===== config.mk =====
export PLATFORM = sky130hd
export DESIGN_NAME = kgp_regfile
export DESIGN_NICKNAME = d
export VERILOG_FILES = /design/src/verilog/kgp_regfile.sv
export VERILOG_INCLUDE_DIRS = /design/src /design/src/verilog
export SDC_FILE = /design/constraint.sdc
export NUM_CORES = 2
export LEC_CHECK = 0
export CAP_MARGIN = 20
export CORE_ASPECT_RATIO = 1.2
export CORE_MARGIN = 5
export CORE_UTILIZATION = 40
export DETAILED_ROUTE_END_ITERATION = 7
export DONT_BUFFER_PORTS = 1
export GPL_TIMING_DRIVEN = 0
export PLACE_DENSITY = 0.62
export SKIP_LAST_GASP = 1
export SLEW_MARGIN = 20
export SYNTH_ARGS = -nofsm -noshare
export SYNTH_HDL_FRONTEND = slang
export SYNTH_SLANG_ARGS = --single-unit

===== constraint.sdc =====
create_clock -name clk -period 9.5 [get_ports clk]
set_input_delay 1.9 -clock clk [delete_from_list [all_inputs] [get_ports clk]]
set_output_delay 1.9 -clock clk [all_outputs]
set_load 0.1 [all_outputs]

===== src/verilog/kgp_defines.svh =====
`ifndef KGP_DEFINES_SVH
`define KGP_DEFINES_SVH

////////////////////////////////////////////////////////////
// Datapath sizing
////////////////////////////////////////////////////////////

// Data and instruction word width
`define KGP_XLEN 32

// Architectural register count
`define KGP_NREGS 32

////////////////////////////////////////////////////////////
// Memories and start address
////////////////////////////////////////////////////////////

// Both memories are word addressed
`define KGP_IMEM_DEPTH 256
`define KGP_DMEM_DEPTH 256

// Word address of the first instruction
`define KGP_RESET_PC 0

`endif


===== src/verilog/kgp_regfile.sv =====
`include "kgp_defines.svh"

module kgp_regfile #(
	parameter int AW = $clog2(`KGP_NREGS)
) (
	input  logic                 clk,
	input  logic                 rst_n,
	input  logic                 we,
	input  logic [AW-1:0]        raddr1,
	input  logic [AW-1:0]        raddr2,
	input  logic [AW-1:0]        waddr,
	input  logic [`KGP_XLEN-1:0] wdata,
	output logic [`KGP_XLEN-1:0] rdata1,
	output logic [`KGP_XLEN-1:0] rdata2
);

	logic [`KGP_XLEN-1:0] regs [`KGP_NREGS];

	// No hardwired zero register
	always_ff @(posedge clk) begin
		if (!rst_n) begin
			for (int i = 0; i < `KGP_NREGS; i++) begin
				regs[i] <= '0;
			end
		end else if (we) begin
			regs[waddr] <= wdata;
		end
	end

	// Reads see the old value until the edge
	assign rdata1 = regs[raddr1];
	assign rdata2 = regs[raddr2];

endmodule


**Word level (Yosys, flattened, before mapping)**

Memory sizes are Yosys's and may differ from the RTL's.
Index checks and enable logic that the tools add are counted.

- Reduce and logical (&&, ||, !) cells: 1
- Muxes and demuxes: 7

Operators with widths:

| operator | count |
|---|---|
| $mux 32 | 1 |
| $reduce_or 32->1 | 1 |
| $mux 1 | 5 |
| $mux 5 | 1 |

- Bits in writable memories: 1024
- Bits of input ports: 50
- Memories kept: 1
- Logic and storage cells: 9
- Register bits: 0

Memories:

| memory | depth | bits a word | rd ports | clocked after memory_dff | wr ports | RTL line | RTL |
|---|---|---|---|---|---|---|---|
| regs | 32 | 32 | 2 | 0 | 32 | kgp_regfile.sv:17 | `` logic [`KGP_XLEN-1:0] regs [`KGP_NREGS]; `` |

**Depth between registers and ports, before layout**

- Depth after elaboration: 5
- Gate-level depth with buffers: 8

**Least setup slack after synthesis**

Ideal clock, no wire load.

- Path type: input port to output port
- Start: in raddr1[1]
- End: out rdata1[25]
- Buffers on the path: 4
- Stages: 8
- Setup slack: 3.826 ns
- Arrival: 3.774 ns
- Data required time: 7.600 ns
- Path through: buf_2 > buf_2 > buf_4 > buf_4 > mux2i_1 > a22oi_1 > a31oi_1 > nand3_1

- Word-level cells in the longest chain between the ends: 1

Ends and longest elaborated chain:

| item | RTL line | RTL |
|---|---|---|
| start: declaration | kgp_regfile.sv:9 | `input logic [AW-1:0] raddr1,` |
| $mem_v2 32x32 | n/a |  |
| end: declaration | kgp_regfile.sv:13 | `` output logic [`KGP_XLEN-1:0] rdata1, `` |

Every way passes these cells.

**Worst setup path after layout**

- Start: in raddr1[0]
- End: out rdata1[14]

Same word-level chain as after synthesis.

==> metrics.md <==
| Metric | Value |
|---|---|
| Run status | `finished clean` |
| Root buffer cell | `clkbuf_16` |
| Setup violators final | `0` |
| Total of max-cap violations | `0` |
| Filler Cell Count | `12.6k` |
| Yosys reg bits | `1024` |
| Cell variety after synth | `27` |
| Commonest non-fill, non-tap cell in the layout | `and2_1` |
| Initial DRC count | `4784` |
| Dominant synthesized flop cell | `edfxtp_1` |
| VDD IR-drop max | `0.000135 V` |
| Leakage | `24.4 nW` |
| Ports | `114` |
| Period Utilization, post-route | `78.7%` |
| Post-Synthesis Cells | `4646` |
| Startpoint types | `input pin` |
| Most frequent cells in the layout | `1026 x and2_1, 1024 x mux2i_1, 1024 x edfxtp_1` |
| Post-synth EDFFs | `1024` |
| Post_cts resized | `0` |
| Post-synthesis compound-gate area fraction | `7.32%` |
| First-pass GRT wire length | `288 mm` |
| Dpl hpwl | `162 mm` |
| Setup WS post-layout | `2.02 ns` |
| Synth Area in Adders | `0%` |
| GRT Util Overall | `27.7%` |
| Synth Area in XOR/XNOR | `0%` |
| DRC | `0` |
| Pre-CTS setup slack | `2.28 ns` |
| Cts bufs inserted | `103` |
| Critical path endpoint | `rdata1[14]` |
| Detail-routed via count per cell | `5.93` |
| Buffers on Ports | `0` |
| Fmax | `0.134 GHz` |
| Critical path startpoint | `raddr1[0]` |
| Max clock buf depth | `3` |
| DRT Wirelength | `209 mm` |
| Fraction of layout cells with a size suffix above 1 | `8.91%` |
| WL/cell | `31.2 um` |
| Worst-margin pin slew | `1.24 ns` |
| GPL Wtd Cong | `0.965` |
| Busiest layer in global routing | `met2` |
| Largest family of logic cells by synthesized area | `multiplexers` |
| Die Wd | `351 um` |
| Vias in the first global route | `39.1k` |
| Pwr dens | `177 nW/um^2` |
| DRT Pass-1 Iters | `6` |
| Largest net degree at the start of global routing | `21` |
| RSZ-0062 raised after global routing | `no` |
| Vias | `39.9k` |
| Critical path capture point type | `output pin` |
| Vert. Die Dim | `419 um` |
| Fraction of registers with async set or reset after synthesis | `0%` |
| Met1 Usage GRT | `34.4%` |
| Design area | `63300 sq um` |
| ANT nets after route | `0` |
| Non-filler instance count after layout | `6719` |
| Crit-path max FO | `10` |
| Met2 Track Usage GR | `46.0%` |
| Critical path class | `input pin to output pin` |
| HP Start | `wdata[16]` |
| GR Layer Usage met3 | `7.16%` |
| Final min period | `7.48 ns` |
| Hold Crit Class | `input pin to flop` |
| Antenna violations before repair | `20` |
| Multiplexer share of the synthesized area | `18.4%` |
| Placed cells | `6521` |
| Initial Util | `40.1%` |
| Die area | `147000 sq um` |
| Top reg by flops | `regs` |
| Core footprint | `139000 sq um` |
| Row count | `150` |
| Total grt overflow | `0` |
| Sinks on Clock Net | `1024` |
| Max reg flops | `1024` |
| Post-synthesis sequential area ratio | `55.2%` |
| Req. time, crit path | `7.60 ns` |
| CTS clock-pin slew for the worst setup and hold paths | `0.07 ns` |
| Fin Setup TNS | `0 ns` |
| Regs by FF count | `regs x1024` |
| Final Max Tran Viols | `0` |
| DP Area | `59800 sq um` |
| Post-Syn Nets | `4696` |
| Final Hold Slack | `1.37 ns` |
| H-tree Lvls | `3` |
| Ys Warns | `0` |
| Mapped Avg Cell Area | `12.0 sq um` |
| CTS tree | `yes` |
| Post-Syn Area | `55800 sq um` |
| Hold-fix buffers, CTS | `0` |
| Simple-gate share of the synthesized area | `15.7%` |
| Post-CTS setup repair buffer count | `0` |
| Max-slew headroom | `17.3%` |
| Layout Nets | `4853` |
| Fin. Hold Viols | `0` |
| Area grow syn2layout | `13.5%` |
| CP Data Arrival Time | `5.58 ns` |
==> worst min-delay path by stage <==
stage / cells after the start / slack (ns) / end
detailed placement: 1 / 2.10 / regs[4][7]
CTS: 1 / 1.34 / regs[3][0]
finish: 1 / 1.37 / regs[4][16]
floorplan: 1 / 2.10 / regs[0][31]
global placement: 1 / 2.10 / regs[4][30]
global route: 1 / 1.37 / regs[5][30]
==> where the power goes <==
group / internal [mW] / switching (mW)
clock network: 2.32 / 1.83
logic: 0.465 / 1.24
registers: 5.21 / 0.127
==> critical path, cell delays in order <==
cell	delay [ns]
nor2_1	0.12
buf_2	0.39
clkbuf_1	0.96
clkbuf_1	0.52
nand2_1	0.15
a31oi_1	0.49
nand3_1	1.02
==> cells by family after synthesis <==
group / count (synthesis)
and+or+nand+nor: 1535
muxes: 1024
DFF: 1024
AOI/OAI and AO/OA: 608
buffers and inverters: 455
==> area by class of cell <==
cell class,instances,area (sq um),share of cell area [%]
clock inverter,66,607,0.959
multi-input combinational,3167,23500,37.2
clock buffer,119,2720,4.30
sequential,1024,30700,48.6
tap,1824,2280,3.61
buffer,455,1950,3.09
timing repair buffer,52,1370,2.16
antenna,12,30.0,0.0475
==> synthesized netlist by cell type (3+ instances only) <==
cell | count | area share, %
nand3b_1 | 3 | 0.040
buf_2 | 126 | 1.1
a22o_1 | 128 | 2.0
edfxtp_1 | 1024 | 55
o21ai_0 | 32 | 0.29
buf_4 | 16 | 0.22
clkbuf_2 | 15 | 0.13
a31oi_1 | 64 | 0.72
nor2b_1 | 4 | 0.045
nor2_1 | 33 | 0.22
nand2b_1 | 4 | 0.045
mux2i_1 | 1024 | 18
nand2_1 | 197 | 1.3
nor3_1 | 64 | 0.57
clkbuf_1 | 275 | 1.9
buf_1 | 23 | 0.15
a21oi_1 | 192 | 1.7
nand3_1 | 193 | 1.7
and2_1 | 1026 | 12
a22oi_1 | 192 | 2.6
==> through the flow <==
| stage | util, % | power (mW) |
|---|---|---|
| after global placement | 41.8 | 7.00 |
| final | 45.5 | 11.2 |
| after floorplan | - | 6.48 |
| after detailed placement | 43.1 | 7.10 |
| after global routing | 45.5 | 11.4 |
| after CTS | 45.5 | 11.2 |
==> routing by layer <==
layer	share of wire [%]	wire length, um	up-vias
met2	47	98900	1959
met5	0.026	55	-
met1	38	79100	20100
met4	4.8	9960	8
li1	-	-	17300
met3	10	21300	445
Note: power is estimated with default switching activity, not from simulation.
