[src/verilog/kgp_defines.svh]
`ifndef KGP_DEFINES_SVH
`define KGP_DEFINES_SVH

////////////////////////////////////////////////////////////
// Datapath sizing
////////////////////////////////////////////////////////////

// Data and instruction word width
`define KGP_XLEN 32

// Architectural register count
`define KGP_NREGS 32

////////////////////////////////////////////////////////////
// Memories and start address
////////////////////////////////////////////////////////////

// Both memories are word addressed
`define KGP_IMEM_DEPTH 256
`define KGP_DMEM_DEPTH 256

// Word address of the first instruction
`define KGP_RESET_PC 0

`endif

[src/verilog/kgp_pkg.sv]
`include "kgp_defines.svh"

package kgp_pkg;

	////////////////////////////////////////////////////////////
	// Instruction encodings
	////////////////////////////////////////////////////////////

	typedef enum logic [5:0] {
		OP_ALU  = 6'h00,
		OP_ADDI = 6'h01,
		OP_LW   = 6'h02,
		OP_SW   = 6'h03,
		OP_BR   = 6'h04,
		OP_BZ   = 6'h05,
		OP_BNZ  = 6'h06,
		OP_BLTZ = 6'h07,
		OP_HALT = 6'h3f
	} opcode_e;

	// Function codes of the register-register format
	typedef enum logic [5:0] {
		FN_ADD = 6'h00,
		FN_SUB = 6'h01,
		FN_AND = 6'h02,
		FN_OR  = 6'h03,
		FN_XOR = 6'h04,
		FN_SLL = 6'h05,
		FN_SRL = 6'h06,
		FN_SRA = 6'h07
	} func_e;

	typedef enum logic [3:0] {
		ALU_ADD, ALU_SUB, ALU_AND, ALU_OR,
		ALU_XOR, ALU_SLL, ALU_SRL, ALU_SRA
	} alu_op_e;

	typedef enum logic [2:0] {
		BR_NONE, BR_ALWAYS, BR_ZERO, BR_NONZERO, BR_NEG
	} br_kind_e;

	////////////////////////////////////////////////////////////
	// Bundles between blocks
	////////////////////////////////////////////////////////////

	typedef struct packed {
		alu_op_e  alu_op;
		logic     use_imm;
		logic     mem_read;
		logic     mem_write;
		logic     reg_write;
		logic     wb_mem;
		br_kind_e br_kind;
		logic     dest_rt;
	} ctrl_t;

	typedef struct packed {
		logic zero;
		logic sign;
		logic carry;
	} flags_t;

	typedef struct packed {
		logic [`KGP_XLEN-1:0]          pc;
		logic [$clog2(`KGP_NREGS)-1:0] rd;
		logic [`KGP_XLEN-1:0]          wdata;
		logic                          wen;
	} retire_t;

endpackage

[src/verilog/kgp_alu.sv]
`include "kgp_defines.svh"

module kgp_alu import kgp_pkg::*; (
	input  logic [`KGP_XLEN-1:0]         a,
	input  logic [`KGP_XLEN-1:0]         b,
	input  logic [$clog2(`KGP_XLEN)-1:0] shamt,
	input  alu_op_e                      op,
	output logic [`KGP_XLEN-1:0]         result,
	output flags_t                       flags
);

	logic [`KGP_XLEN:0] sum;
	logic [`KGP_XLEN:0] diff;
	logic               carry;

	// One extra bit keeps the carry out
	assign sum  = {1'b0, a} + {1'b0, b};

	// Top bit set means no borrow
	assign diff = {1'b0, a} + {1'b0, ~b} + 1'b1;

	////////////////////////////////////////////////////////////
	// Operation select
	////////////////////////////////////////////////////////////

	always_comb begin
		carry = 1'b0;
		case (op)
			ALU_ADD: begin
				result = sum[`KGP_XLEN-1:0];
				carry  = sum[`KGP_XLEN];
			end
			ALU_SUB: begin
				result = diff[`KGP_XLEN-1:0];
				carry  = diff[`KGP_XLEN];
			end
			ALU_AND: result = a & b;
			ALU_OR:  result = a | b;
			ALU_XOR: result = a ^ b;
			// Shifts take rs and ignore b
			ALU_SLL: result = a << shamt;
			ALU_SRL: result = a >> shamt;
			ALU_SRA: result = $signed(a) >>> shamt;
			default: result = sum[`KGP_XLEN-1:0];
		endcase
	end

	assign flags.zero  = (result == '0);
	assign flags.sign  = result[`KGP_XLEN-1];
	assign flags.carry = carry;

endmodule

[config.mk]
export PLATFORM = sky130hd
export DESIGN_NAME = kgp_alu
export DESIGN_NICKNAME = d
export VERILOG_FILES = /design/src/verilog/kgp_pkg.sv /design/src/verilog/kgp_alu.sv
export VERILOG_INCLUDE_DIRS = /design/src /design/src/verilog
export SDC_FILE = /design/constraint.sdc
export NUM_CORES = 1
export LEC_CHECK = 0
export ABC_AREA = 1
export BUFFER_PORTS_ARGS = -buffer_cell sky130_fd_sc_hd__clkbuf_2
export CORE_AREA = 2 2 140 142
export DETAILED_ROUTE_END_ITERATION = 10
export DIE_AREA = 0 0 142 144
export PLACE_DENSITY = 0.89
export SLEW_MARGIN = 20
export SYNTH_ARGS = -nofsm -noshare
export SYNTH_HDL_FRONTEND = slang
export SYNTH_SLANG_ARGS = --single-unit
[constraint.sdc]
create_clock -name vclk -period 1.8
set_input_delay 0.09 -clock vclk [all_inputs]
set_output_delay 0.09 -clock vclk [all_outputs]
set_load 0.03 [all_outputs]
==> flow_metrics.env, run 1 <==
export IMPL_synth_area_mux_share_pct=0
export IMPL_yosys_area_share_simple_pct=60.80
export IMPL_io_pins=108
export IMPL_hpwl_mm=48.34
export IMPL_portBuffers=108
export IMPL_grt_usage_pct=92.65
export IMPL_place_congestion=1.410
export IMPL_grt_pass1_wl_mm=146.1
export IMPL_synth_compound_area_share_pct=9.709
export IMPL_synth_xor_area_share_pct=0.5091
export IMPL_synth_seq_area_share_pct=0
export IMPL_syn_avg_cell_area_um2=4.839
export IMPL_error_line="[ERROR GRT-0116] Global routing finished with congestion. Check the congestion regions in the DRC Viewer."
export IMPL_synthDistinctLibCells=44
export IMPL_grt_max_degree=44
export IMPL_row_count=51
export IMPL_dp_cells=2830
export IMPL_synthCells=2133
export IMPL_grt_pass1_vias=24050
export IMPL_synth_fp_nets=2304
export IMPL_synth_top_family_by_area="simple AND/OR/NAND/NOR gates"
export IMPL_synthAdderAreaFrac_pct=12.02
export IMPL_yosys_warnings=0
export IMPL_status="did not finish"
export IMPL_stop_stage="global routing"
export IMPL_die_y_um=144
export IMPL_cts_hold_buf=0
export IMPL_grt_overflow=949
export IMPL_die_width_um=142
export IMPL_synth_area_mm2=0.01032
export IMPL_start_util_pct=54.10
metal layers:
metal,overflow,track usage [%]
met1,37,84.86
met2,588,111.1
met4,273,104.8
met3,46,78.54
met5,5,57.89
kinds of logic after synthesis:
logic type      Yosys count
fa+ha+maj                98
compound gates          171
buf+inv                 414
simple gates           1444
xor+xnor                  6
per-stage QoR:
stage                     util (%)  instance area [um^2]  hold WS [ps]  TNS, ps  worst slack, ps
after floorplan                  -                 10970         482.2   -421.7           -421.7
after global placement       77.03                 14700         764.7   -13900           -874.4
after detailed placement     77.03                 14700         773.1   -17950            -1088
after CTS                    87.95                 16780         775.0   -10380           -674.2
cells in the mapped netlist, types with 8 or more instances:
library cell,count,area [um^2]
a21oi_1,61,305.3
o21bai_1,8,60.06
nor3_1,21,105.1
o22ai_1,12,75.07
clkbuf_1,18,67.56
o21ai_1,15,75.07
nand4_1,40,250.2
o21ai_0,37,185.2
buf_4,16,120.1
nand2_2,23,143.9
buf_6,8,90.09
buf_2,47,235.2
nand3_1,415,2077
ha_1,96,1201
nand2_1,714,2680
inv_1,309,1160
o211ai_1,18,135.1
nor2_1,195,732.0
repair_timing:
action | 4_1_cts
resized for setup | 414
cloned | 4
setup buffers | 50
endpoints found under the hold margin | 0
setup endpoints to repair | 35
pin swaps | 98
==> inputs of run 2 (changes only) <==
Settings changed: CORE_AREA 2 2 140 142 to 2 2 164 166, DIE_AREA 0 0 142 144 to 0 0 166 168, PLACE_DENSITY 0.89 to unset, PLACE_DENSITY_LB_ADDON set to 0.15.
Clock period 1.8 ns to 2.3 ns, I/O delays scaled along.
==> flow_metrics.env, run 2 <==
export IMPL_antenna_found_initial=1
export IMPL_ff_latch_area_um2=0
export IMPL_hpwl_mm=52.44
export IMPL_finalMaxSlewViolations=0
export IMPL_synth_xor_area_share_pct=0.5091
export IMPL_ant_nets=0
export IMPL_yosys_area_share_simple_pct=60.80
export IMPL_synth_top_family_by_area="simple AND/OR/NAND/NOR gates"
export IMPL_synth_top_area_cell="nand2_1"
export IMPL_dp_cells=3100
export IMPL_grt_max_degree=29
export IMPL_nFillCells=2523
export IMPL_worst_slack_ps=-433.1
export IMPL_io_pins=108
export IMPL_post_place_ws_ps=-889.3
export IMPL_final_common_cell="buf_4"
export IMPL_min_period_ps=2733
export IMPL_drc=0
export IMPL_grt_use_met2_pct=71.24
export IMPL_power_frac_seq_pct=0
export IMPL_grt_pass1_wl_mm=93.27
export IMPL_die_area_mm2=0.02789
export IMPL_yosys_area_top_type_share_pct=25.96
export IMPL_path_cells="clkbuf_2, inv_2, ha_4, buf_4, nor2_4, nand3_2, nand3_4, nand2_4, nand2_4, buf_4, nand2_1, nand3_1, nand4_1, nor2_1, nand2_1, nor2_4, nand2_2, nor2_4, buf_8"
export IMPL_drt_vias_per_instance=5.615
export IMPL_final_cell_area_mm2=0.01805
export IMPL_finalNetCount=2978
export IMPL_leakagePower_nw=9.960
export IMPL_num_vias=17670
export IMPL_synth_most_common_cell="nand2_1"
export IMPL_irDropWorstVdd_mv=0.2070
export IMPL_antenna_cells=0
export IMPL_grt_overflow=0
export IMPL_p_sw_share_pct=56.38
export IMPL_crit_family="simple AND/OR/NAND/NOR gates"
export IMPL_path_common_cell="nor2_4"
export IMPL_p_total_mw=5.088
export IMPL_area_growth_pct=74.86
export IMPL_placed_cell_area_mm2=0.01591
export IMPL_grt_pass1_vias=16560
export IMPL_ys_top_cells_by_area="nand2_1 26%, nand3_1 20%, ha_1 12%"
export IMPL_drive_above_1_share_pct=41.93
export IMPL_cp_arrival_ps=2620
export IMPL_grt_busiest_layer="met2"
export IMPL_failed_checks="setup timing"
export IMPL_critPathBufInv=5
export IMPL_wl_per_cell_um=20.43
export IMPL_met1_usage_pct=56.03
export IMPL_grt_setup_unrepaired="yes"
export IMPL_synth_fp_nets=2304
export IMPL_timing_fmax_mhz=365.9
export IMPL_p_int_mw=2.219
export IMPL_clkPwrFrac_pct=0
export IMPL_place_congestion=1.075
export IMPL_critPathLaunchType="input pin"
export IMPL_synth_area_mm2=0.01032
export IMPL_period_share_pct=118.8
export IMPL_worstPathRequired_ps=2180
export IMPL_wirelength_mm=64.27
export IMPL_tns_ps=-1620
export IMPL_die_y_um=168
export IMPL_worstSetupPathType="input pin to primary output"
export IMPL_use_met3_pct=5.524
export IMPL_max_cap_violations=0
export IMPL_synthAdderAreaFrac_pct=12.02
export IMPL_grt_usage_pct=42.98
export IMPL_hold_ws_ps=814.0
export IMPL_row_count=60
export IMPL_cp_slowest_cell="ha_4"
export IMPL_final_hold_viol_count=0
export IMPL_hold_path_class="input pin to primary output"
export IMPL_worst_pin_slew_ps=523.4
export IMPL_drtIter0Drc=1902
export IMPL_final_cell_mix="613 x buf_4, 608 x nand2_1, 361 x nand3_1"
export IMPL_yosys_warnings=0
export IMPL_relSlewSlack_pct=64.74
export IMPL_start_util_pct=39.17
export IMPL_p_switching_mw=2.869
export IMPL_firstDrtPassIters=9
export IMPL_p_comb_share_pct=100.0
export IMPL_synth_compound_area_share_pct=9.709
export IMPL_portBuffers=108
export IMPL_nClkBuffers=0
export IMPL_slowest_delay_ps=270
export IMPL_syn_avg_cell_area_um2=4.839
export IMPL_fin_util_pct=68.50
export IMPL_status="finished, violations left"
export IMPL_synth_common_cells="714 x nand2_1, 415 x nand3_1, 309 x inv_1"
export IMPL_synthCells=2133
export IMPL_synth_area_mux_share_pct=0
export IMPL_synth_seq_area_share_pct=0
export IMPL_setup_viol=11
export IMPL_cts_hold_buf=0
export IMPL_endpoint_kind="primary output"
export IMPL_power_density_mw_per_mm2=281.9
export IMPL_synthDistinctLibCells=44
export IMPL_seq_cell_count=0
export IMPL_die_width_um=166
export IMPL_layout_cells_non_filler=3146
export IMPL_critPathMaxFanout=6
export IMPL_core_area_mm2=0.02635
[run 2: final cells by class]
type / count / area [um^2] / area share, %
multi-input cells: 1719 / 10230 / 56.68
inverters: 316 / 1216 / 6.738
repair buffers: 770 / 6177 / 34.22
well taps: 341 / 426.7 / 2.364
[run 2: path summary, 6_finish.rpt]
| path | startpoint | end | slack [ps] | cells past startpoint |
|---|---|---|---|---|
| worst max-delay path | a[3] | flags[2] | -430 | 19 |
| worst min-delay path | op[2] | flags[0] | 810 | 6 |
[run 2: per-layer routing]
metal  vias to the layer above  wire length [um]  share of wire (%)
met5                         -                 0                  0
met4                         0              3681                5.7
met3                       225              6314                9.8
met2                      1086             28670                 45
met1                      8158             25610                 40
li1                       8196                 -                  -
[run 2: cell families (layout without fill, tap and decap cells)]
family	Yosys count	count (layout)
and+or+nand+nor	1444	1444
buffers and inverters	414	1086
AOI/OAI and AO/OA	171	171
adders and majority gates	98	98
xor gates and xnor gates	6	6
[run 2: repair_timing]
| action | 4_1_cts | 5_1_grt |
|---|---|---|
| cloned | 1 | 1 |
| endpoints found under the setup margin | 31 | 32 |
| pin swaps | 68 | 57 |
| resized for setup | 261 | 235 |
| setup buffers | 27 | 20 |
[run 2: power by group through the flow]
stage,combinational [mW],clock [mW],sequential (mW)
floorplan,2.09,0,0
global placement,4.17,0,0
detailed placement,4.19,0,0
CTS,4.62,0,0
global route,5.36,0,0
finish,5.09,0,0
[run 2: worst min-delay path: stages]
cell      delay [ps]
clkbuf_2         110
nor2_1            60
buf_4            130
nand3_1           70
nand2_1           60
buf_6            140
Note: power is estimated with default switching activity, not from simulation.
