File: src/verilog/kgp_defines.svh
`ifndef KGP_DEFINES_SVH
`define KGP_DEFINES_SVH

////////////////////////////////////////////////////////////
// Datapath sizing
////////////////////////////////////////////////////////////

// Data and instruction word width
`define KGP_XLEN 32

// Architectural register count
`define KGP_NREGS 32

////////////////////////////////////////////////////////////
// Memories and start address
////////////////////////////////////////////////////////////

// Both memories are word addressed
`define KGP_IMEM_DEPTH 256
`define KGP_DMEM_DEPTH 256

// Word address of the first instruction
`define KGP_RESET_PC 0

`endif

File: src/verilog/kgp_pkg.sv
`include "kgp_defines.svh"

package kgp_pkg;

	////////////////////////////////////////////////////////////
	// Instruction encodings
	////////////////////////////////////////////////////////////

	typedef enum logic [5:0] {
		OP_ALU  = 6'h00,
		OP_ADDI = 6'h01,
		OP_LW   = 6'h02,
		OP_SW   = 6'h03,
		OP_BR   = 6'h04,
		OP_BZ   = 6'h05,
		OP_BNZ  = 6'h06,
		OP_BLTZ = 6'h07,
		OP_HALT = 6'h3f
	} opcode_e;

	// Function codes of the register-register format
	typedef enum logic [5:0] {
		FN_ADD = 6'h00,
		FN_SUB = 6'h01,
		FN_AND = 6'h02,
		FN_OR  = 6'h03,
		FN_XOR = 6'h04,
		FN_SLL = 6'h05,
		FN_SRL = 6'h06,
		FN_SRA = 6'h07
	} func_e;

	typedef enum logic [3:0] {
		ALU_ADD, ALU_SUB, ALU_AND, ALU_OR,
		ALU_XOR, ALU_SLL, ALU_SRL, ALU_SRA
	} alu_op_e;

	typedef enum logic [2:0] {
		BR_NONE, BR_ALWAYS, BR_ZERO, BR_NONZERO, BR_NEG
	} br_kind_e;

	////////////////////////////////////////////////////////////
	// Bundles between blocks
	////////////////////////////////////////////////////////////

	typedef struct packed {
		alu_op_e  alu_op;
		logic     use_imm;
		logic     mem_read;
		logic     mem_write;
		logic     reg_write;
		logic     wb_mem;
		br_kind_e br_kind;
		logic     dest_rt;
	} ctrl_t;

	typedef struct packed {
		logic zero;
		logic sign;
		logic carry;
	} flags_t;

	typedef struct packed {
		logic [`KGP_XLEN-1:0]          pc;
		logic [$clog2(`KGP_NREGS)-1:0] rd;
		logic [`KGP_XLEN-1:0]          wdata;
		logic                          wen;
	} retire_t;

endpackage

File: src/verilog/kgp_control.sv
module kgp_control import kgp_pkg::*; (
	input  logic    clk,
	input  logic    rst_n,
	input  logic    start,
	input  opcode_e opcode,
	input  func_e   func,
	output ctrl_t   ctrl,
	output logic    run,
	output logic    halted
);

	typedef enum logic [1:0] {
		ST_IDLE,
		ST_RUN,
		ST_HALTED
	} state_e;

	state_e state;

	////////////////////////////////////////////////////////////
	// Decode
	////////////////////////////////////////////////////////////

	always_comb begin
		// Safe default is a bubble with no side effects
		ctrl.alu_op    = ALU_ADD;
		ctrl.use_imm   = 1'b0;
		ctrl.mem_read  = 1'b0;
		ctrl.mem_write = 1'b0;
		ctrl.reg_write = 1'b0;
		ctrl.wb_mem    = 1'b0;
		ctrl.br_kind   = BR_NONE;
		ctrl.dest_rt   = 1'b0;
		case (opcode)
			OP_ALU: begin
				ctrl.reg_write = 1'b1;
				case (func)
					FN_ADD:  ctrl.alu_op = ALU_ADD;
					FN_SUB:  ctrl.alu_op = ALU_SUB;
					FN_AND:  ctrl.alu_op = ALU_AND;
					FN_OR:   ctrl.alu_op = ALU_OR;
					FN_XOR:  ctrl.alu_op = ALU_XOR;
					FN_SLL:  ctrl.alu_op = ALU_SLL;
					FN_SRL:  ctrl.alu_op = ALU_SRL;
					FN_SRA:  ctrl.alu_op = ALU_SRA;
					default: ctrl.reg_write = 1'b0;
				endcase
			end
			OP_ADDI: begin
				ctrl.use_imm   = 1'b1;
				ctrl.reg_write = 1'b1;
			end
			OP_LW: begin
				ctrl.use_imm   = 1'b1;
				ctrl.mem_read  = 1'b1;
				ctrl.reg_write = 1'b1;
				ctrl.wb_mem    = 1'b1;
				ctrl.dest_rt   = 1'b1;
			end
			OP_SW: begin
				ctrl.use_imm   = 1'b1;
				ctrl.mem_write = 1'b1;
			end
			OP_BR:   ctrl.br_kind = BR_ALWAYS;
			OP_BZ:   ctrl.br_kind = BR_ZERO;
			OP_BNZ:  ctrl.br_kind = BR_NONZERO;
			OP_BLTZ: ctrl.br_kind = BR_NEG;
			default: ctrl.br_kind = BR_NONE;
		endcase
	end

	////////////////////////////////////////////////////////////
	// Sequencer
	////////////////////////////////////////////////////////////

	always_ff @(posedge clk) begin
		if (!rst_n) begin
			state <= ST_IDLE;
		end else begin
			case (state)
				ST_IDLE: if (start) state <= ST_RUN;
				ST_RUN:  if (opcode == OP_HALT) state <= ST_HALTED;
				default: state <= ST_HALTED;
			endcase
		end
	end

	assign run    = (state == ST_RUN);
	assign halted = (state == ST_HALTED);

	a_mem_excl: assert property (@(posedge clk) disable iff (!rst_n)
		!(ctrl.mem_read && ctrl.mem_write));

endmodule

File: config.mk
export PLATFORM = sky130hd
export DESIGN_NAME = kgp_control
export DESIGN_NICKNAME = d
export VERILOG_FILES = /design/src/verilog/kgp_pkg.sv /design/src/verilog/kgp_control.sv
export VERILOG_INCLUDE_DIRS = /design/src /design/src/verilog
export SDC_FILE = /design/constraint.sdc
export NUM_CORES = 1
export LEC_CHECK = 0
export BUFFER_PORTS_ARGS = -buffer_cell sky130_fd_sc_hd__buf_4
export CAP_MARGIN = 20
export CORE_AREA = 2 2 39 41
export DETAILED_ROUTE_END_ITERATION = 6
export DIE_AREA = 0 0 41 43
export PLACE_DENSITY = 0.59
export SLEW_MARGIN = 20
export SYNTH_ARGS = -nofsm -noshare
export SYNTH_HDL_FRONTEND = slang
export SYNTH_SLANG_ARGS = --single-unit
File: constraint.sdc
create_clock -name clk -period 1.69 [get_ports clk]
set_input_delay 0.338 -clock clk [delete_from_list [all_inputs] [get_ports clk]]
set_output_delay 0.338 -clock clk [all_outputs]
set_load 0.02 [all_outputs]
### Word level (Yosys, flattened, before mapping)

Cells that the tools add are included.

* word-level logic and storage cells: 38
* flip-flop bits (word level): 2
* output and inout bits: 15

* reductions and logical operators: 7
* equal/unequal tests: 19
* muxes and demuxes: 11

Operators with widths (count)
* 6-bit by 3-bit == test with 1-bit output, second input constant: 8
* 6-bit by 2-bit == test with 1-bit output, second input constant: 4
* 3-bit one-hot mux with 7 select lines: 1
* 6-bit by 1-bit == test with 1-bit output, second input constant: 2
* 6-bit zero test: 2
* 3-bit one-hot mux with 4 select lines: 1
* 8-bit OR reduction: 1
* 6-bit == test, second input constant: 1
* 1-bit 2-to-1 mux: 4
* 2-bit 2-to-1 mux: 2
* 4-bit 2-to-1 mux: 1
* 2-bit one-hot mux with 2 select lines: 1
* 3-bit OR reduction: 1
* 2-bit by 1-bit == test with 1-bit output, second input constant: 1
* 2-bit == test, second input constant: 1
* 2-bit zero test: 1
* 2-bit by 1-bit inequality test with 1-bit output, second input constant: 1
* 2-bit inequality test, second input constant: 1
* 1-bit one-hot mux with 2 select lines: 1
* 2-bit AND reduction: 1
* 2-bit OR reduction: 1

### Depth between registers and ports, before layout

Gate-level depths: netlist (run 1).

* depth in word-level cells: 4
* mapped depth: 4

### Worst setup path after synthesis (run 1)

No wires, ideal clock.

* kind: in2out
* from: in opcode[5]
* to: out ctrl[4] (netlist bit)
* cell stages on the path: 4
* required time: 1352 ps
* arrival time: 1909 ps
* setup slack: -557 ps
* path through: or4_4 buf_6 nor3b_1 buf_4

RTL lines
* from (decl): line kgp_control.sv:5 `input opcode_e opcode,`
* to (decl): line kgp_control.sv:7 `output ctrl_t ctrl,`

==> out/summary.txt, run 1 <==
clock buffer depth: 2
setup TNS: -0.9103 ns
CTS root buffer: clkbuf_4
CP Launch Type: primary input
largest net degree at the start of global routing: 9
DPL Wire Length: 666 um
CTS HTree Levels: 1
drt pass-1 iters: 1
GRT Overall Usage: 10.72%
Seq cells post-synth: 2
internal power: 0.0001751 W
Switching Fraction: 28.65%
FF-to-FF path depth: 2
status: finished with violations
Gate power share: 35.8%
Seq/Total Area, Yosys: 14.95%
largest family of logic cells by synthesized area: simple AND/OR/NAND/NOR gates
per-cell routed wire length: 9.821 um
Max FO, Critical Path: 7
Die H: 43 um
RSZ-0062 raised after global routing: true
residual DRC count: 0
Fin Clk Skew: 0.003709 ns
max reg flops: 2
Mapped Cells: 39
number of port buffers: 28
Distinct cells, synth: 25
Hold WS: 0.3439 ns
DR iter-0 viols: 0
Biggest register: state
via count: 367
Nets: 85
Max-Cap Viols: 0
Final Cell Area: 591.8 sq um
Hold Crit Class: primary input to flip-flop
Post-Syn Area: 267.8 sq um
clock latency on the worst-skew pair: 0.22 ns
Antenna Nets Post-Route: 0
fin. max-slew vios: 0
biggest regs: state x2
CP required: 1.35 ns
Leak: 0.2807 nW
vias per cell: 4.369
Synth Area in Adders: 0%
die width: 41 um
CTS tree: done
Core Area: 0.001384 sq mm
Ant. Diodes: 0
final core occ: 42.77%
Worst-path clk slew: 0.03 ns
Syn Nets: 54
global-route wire length before repair: 1214 um
share of layout cells above drive strength 1: 64.71%
failing checks: negative setup slack
commonest cells after routing, fill and taps aside: buf_4 (24), buf_6 (7), nor2_1 (5)
Synth warnings: 0
hold path depth: 3
critical setup path kind: primary input to output port
fmax: 0.5410 GHz
Syn Area/Cell: 6.866 sq um
Simple-Gate Fraction of Synth Area: 50.93%
P per Cell Area: 414.6 mW/mm^2
row count: 14
CTS Sinks: 2
Inserted Clock Buffers: 3
commonest non-fill, non-tap cell in the layout: buf_4
Final min period: 1.848 ns
# IOs: 30
worst vdd ir: 371.3 uV
RD Place Congestion: 0.6378
Clock Power Share: 43.3%
final hold viol count: 0
post-synthesis compound-gate area fraction: 11.21%
final setup fails: 7
critical path arrival: 1.51 ns
DRT Wirelength: 825 um
Die ar.: 0.001763 sq mm
xor-xnor portion of the synthesized cell area: 3.271%
Area Growth Syn to Fin: 121.0%
Sw Pwr: 0.00007032 W
Area after DPL: 504.2 sq um
vias in the first global route: 340
Final Cycle Share: 109.4%
sequential power share: 20.9%
initial antenna violation count: 0
Setup crit end kind: output port
overall power: 0.0002454 W
overflow left after global routing: 0
Initial Util: 19.35%
final worst setup slack: -0.1584 ns
fraction of synthesized area in multiplexers: 0%
[final timing paths]
| path | startpoint | end | slack, ns |
|---|---|---|---|
| setup / recovery | opcode[5] | ctrl[10] | -0.16 |
| hold / removal | rst_n | state[1] | 0.34 |
| setup reg to reg | state[0] | state[0] | 0.87 |
| hold reg to reg | state[1] | state[1] | 0.48 |
[critical path, stage by stage]
cell,delay [ns]
buf_6,0.10
or4_4,0.61
nor4_2,0.28
buf_4,0.18
[cell usage after synthesis (all sizes together)]
cell type | count | area (sq um)
or3 | 1 | 6.260
nand2 | 2 | 7.510
clkbuf | 1 | 3.750
dfxtp | 2 | 40.04
and2 | 1 | 6.260
buf | 4 | 33.78
or4 | 1 | 11.26
inv | 3 | 11.26
nand2b | 1 | 6.260
or2 | 1 | 6.260
nand3 | 1 | 5.000
xnor2 | 1 | 8.760
conb | 1 | 3.750
a211oi | 1 | 7.510
or4b | 1 | 10.01
nor2 | 7 | 26.28
o21ai | 1 | 5.000
nor4 | 3 | 25.02
nor3b | 1 | 7.510
nor2b | 1 | 6.260
o211a | 1 | 10.01
nand4 | 2 | 12.51
o21a | 1 | 7.510
[power groups by stage]
| stage | sequential [W] | clock (W) | combinational, W |
|---|---|---|---|
| floorplan | 0.0000514 | 0 | 0.0000383 |
| global placement | 0.0000518 | 0 | 0.0000777 |
| detailed placement | 0.0000518 | 0 | 0.0000781 |
| CTS | 0.0000512 | 0.000109 | 0.0000820 |
| global route | 0.0000513 | 0.000124 | 0.0000951 |
| finish | 0.0000512 | 0.000106 | 0.0000880 |
[layer usage]
layer / wire length, um / vias up / global-route usage (%)
met5: 0 / - / 0
met4: 0 / 0 / 10.00
met3: 64 / 0 / 3.665
met2: 447 / 19 / 18.44
met1: 314 / 160 / 8.307
li1: - / 188 / -
[repair_timing]
action | CTS | global route
gates resized for setup | 5 | 8
hold buffers | 0 | 0
buffers inserted | 1 | 0
pin swaps | 5 | 3
hold endpoints to repair | 0 | 0
setup endpoints to repair | 12 | 9
[area by class of cell]
| type | count | area, sq um |
|---|---|---|
| Clock buffer | 3 | 22.52 |
| Multi-Input combinational cell | 29 | 239.0 |
| Tap cell | 16 | 20.02 |
| Sequential cell | 2 | 40.04 |
| Timing Repair Buffer | 31 | 259.0 |
| Fill cell | 148 | 792.0 |
| Inverter | 3 | 11.26 |
[cell families (layout without fill, tap and decap cells)]
family | after synthesis | after routing
xor gates and xnor gates | 1 | 1
AOI/OAI and AO/OA | 4 | 4
buffers and inverters | 8 | 37
DFF | 2 | 2
other | 1 | 1
and+or+nand+nor | 23 | 23
[through the flow]
step | setup slack, ns | std cells
final | -0.1584 | 84
after global routing | -0.2179 | 84
after CTS | -0.1584 | 84
after detailed placement | -0.1831 | 80
after global placement | -0.1751 | 80
after floorplan | -0.1645 | 39
Power figures use the tool's default switching activity.
==> run 2: changes to the inputs <==
Settings changed: ABC_AREA set to 1, PLACE_DENSITY 0.59 to not set, PLACE_DENSITY_LB_ADDON set to 0.3.
==> out/summary.txt, run 2 <==
Worst Setup EP: ctrl[11] (was ctrl[10])
row count: 14 (unchanged)
vias per cell: 3.968 (was 4.369)
Synth top area share: 13.45% (was 14.95%)
# fillers: 160 (was 148)
Core Area: 0.001384 sq mm (unchanged)
Antenna Nets Post-Route: 0 (unchanged)
Max-Cap Viols: 0 (unchanged)
placed insts: 90 (was 80)
Synth async-reset ratio: 0% (unchanged)
Critical Path Start: opcode[2] (was opcode[5])
# IOs: 30 (unchanged)
via count: 369 (was 367)
r2r setup slk: 0.91 ns (was 0.87 ns)
status: finished, final reports clean (was finished with violations)
residual DRC count: 0 (unchanged)
Initial Util: 21.52% (was 19.35%)
share of layout cells above drive strength 1: 58.44% (was 64.71%)
final hold viol count: 0 (unchanged)
CTS Sinks: 2 (unchanged)
RSZ-0062 raised after global routing: false (was true)
commonest cells after routing, fill and taps aside: buf_4 (28), nand2_1 (8), inv_1 (7), nor2_1 (7), nor2_2 (5) (was buf_4 (24), buf_6 (7), nor2_1 (5))
Area Growth Syn to Fin: 78.99% (was 121.0%)
CTS root buffer: clkbuf_4 (unchanged)
top cells by area, synth: dfxtp_1 (13%), nor2_2 (11%), nand2_1 (10%) (was dfxtp_1 (15%), nor2_1 (9.8%), buf_4 (8.4%))
Worst R2R Start: state[0] (unchanged)
Distinct cells, synth: 19 (was 25)
fin. max-slew vios: 0 (unchanged)
Worst-path clk slew: 0.03 ns (about the same)
Final Cell Area: 533.0 sq um (was 591.8 sq um)
overflow left after global routing: 0 (unchanged)
final worst setup slack: 0.1696 ns (was -0.1584 ns)
largest area contributor in the netlist: dfxtp_1 (unchanged)
Worst R2R End: state[0] (unchanged)
Hold WS: 0.3452 ns (was 0.3439 ns)
Post-Syn Area: 297.8 sq um (was 267.8 sq um)
Inserted Clock Buffers: 3 (unchanged)
P per Cell Area: 481.6 mW/mm^2 (was 414.6 mW/mm^2)
DRT Wirelength: 716 um (was 825 um)
most common cell in the synthesized netlist: nand2_1 (was nor2_1)
Hold Crit Class: primary input to flip-flop (unchanged)
initial antenna violation count: 0 (unchanged)
number of port buffers: 28 (unchanged)
Seq/Total Area, Yosys: 13.45% (was 14.95%)
max reg flops: 2 (unchanged)
Final Cycle Share: 89.96% (was 109.4%)
setup TNS: 0 ns (was -0.9103 ns)
die width: 41 um (unchanged)
Synth Flop Type: dfxtp_1 (unchanged)
Synth warnings: 0 (unchanged)
final setup fails: 0 (was 7)
Syn Nets: 64 (was 54)
Die ar.: 0.001763 sq mm (unchanged)
DPL Wire Length: 658.3 um (was 666 um)
critical path arrival: 1.18 ns (was 1.51 ns)
number of synthesized flops with an enable pin: 0 (unchanged)
Leak: 0.2820 nW (was 0.2807 nW)
commonest non-fill, non-tap cell in the layout: buf_4 (unchanged)
DR iter-0 viols: 1 (was 0)
Hold Buf Count CTS: 0 (unchanged)
Syn Area/Cell: 6.077 sq um (was 6.866 sq um)
RD Place Congestion: 0.6346 (was 0.6378)
Ant. Diodes: 0 (unchanged)
clock buffer depth: 2 (unchanged)
GRT Overall Usage: 9.529% (was 10.72%)
vias in the first global route: 311 (was 340)
HP Start: rst_n (unchanged)
drt pass-1 iters: 3 (was 1)
CTS tree: done (unchanged)
per-cell routed wire length: 7.699 um (was 9.821 um)
largest net degree at the start of global routing: 5 (was 9)
CTS HTree Levels: 1 (unchanged)
setup slack at placement: 0.1599 ns (was -0.1831 ns)
Area after DPL: 510.5 sq um (was 504.2 sq um)
Max FO, Critical Path: 4 (was 7)
critical setup path kind: primary input to output port (unchanged)
clock latency on the worst-skew pair: 0.22 ns (about the same)
Commonest cells post-synth: nand2_1 (8), inv_1 (7), nor2_1 (7) (was nor2_1 (7), buf_4 (3), inv_1 (3))
Fin Clk Skew: 0.002675 ns (was 0.003709 ns)
CP required: 1.35 ns (about the same)
worst vdd ir: 298.4 uV (was 371.3 uV)
CP Launch Type: primary input (unchanged)
Setup crit end kind: output port (unchanged)
Post-CTS Resized: 0 (was 5)
Mapped Cells: 49 (was 39)
Biggest register: state (unchanged)
global-route wire length before repair: 1124 um (was 1214 um)
Seq cells post-synth: 2 (unchanged)
fmax: 0.6577 GHz (was 0.5410 GHz)
# Post-CTS Setup Buffers: 0 (was 1)
fin cells: 93 (was 84)
Nets: 94 (was 85)
Die H: 43 um (unchanged)
FF-to-FF path depth: 4 (was 2)
biggest regs: state x2 (unchanged)
Final min period: 1.520 ns (was 1.848 ns)
[run 2: cell count changes after synthesis, moves of 2 or more]
cell and change:
inv_2 +2, nor2_2 +5, nand4_1 -2, nor3_1 +2, a21oi_1 +2, nand2_1 +6
inv_1 +4, nor4_1 -2
[run 2: worst min-delay path by stage]
stage / endpoint / slack (ns) / cells past startpoint
2_1_floorplan: state[0] / 0.45 / 2
3_3_place_gp: state[1] / 0.53 / 2
3_5_place_dp: state[1] / 0.54 / 2
4_1_cts: state[0] / 0.34 / 3
5_1_grt: state[0] / 0.37 / 3
6_report: state[0] / 0.35 / 3
[run 2: critical path, cell delays in order]
cell and delay, ns:
buf_4 0.12, or2_4 0.26, nor2_4 0.12, nand3_4 0.11, nor2_2 0.09, buf_4 0.14
[run 2: cells by family (layout without fill, tap and decap cells)]
family,after synthesis,after routing,share of synthesized area [%]
other,1,1,1.259
and+or+nand+nor,29,29,56.31
DFF,2,2,13.45
buffers and inverters,13,41,21.01
AOI/OAI and AO/OA,4,4,7.982
[run 2: metrics by stage]
stage | total power (W) | utilization (%)
floorplan | 0.0001080 | -
global placement | 0.0001546 | 36.89
detailed placement | 0.0001546 | 36.89
CTS | 0.0002641 | 38.52
global route | 0.0002779 | 38.52
finish | 0.0002567 | 38.52
[run 2: layout make-up]
| type | instances | area, sq um | share of cell area, % |
|---|---|---|---|
| clock buffers | 3 | 22.52 | 4.225 |
| repair buffers | 28 | 210.2 | 39.44 |
| flip-flops and latches | 2 | 40.04 | 7.512 |
| inverters | 10 | 40.04 | 7.512 |
| well taps | 16 | 20.02 | 3.756 |
| multi-input cells | 34 | 200.2 | 37.56 |
[run 2: metal layers]
layer	GRT usage, %	share of wire, %
met3	5.236	17
met4	6.000	1.8
met1	9.295	35
met5	0	0
met2	14.69	46
[run 2: power by group]
| group | internal (W) | switching, W | total [W] |
|---|---|---|---|
| registers | 0.0000532 | 0.00000352 | 0.0000567 |
| logic | 0.0000459 | 0.0000502 | 0.0000961 |
| clock network | 0.0000781 | 0.0000257 | 0.000104 |
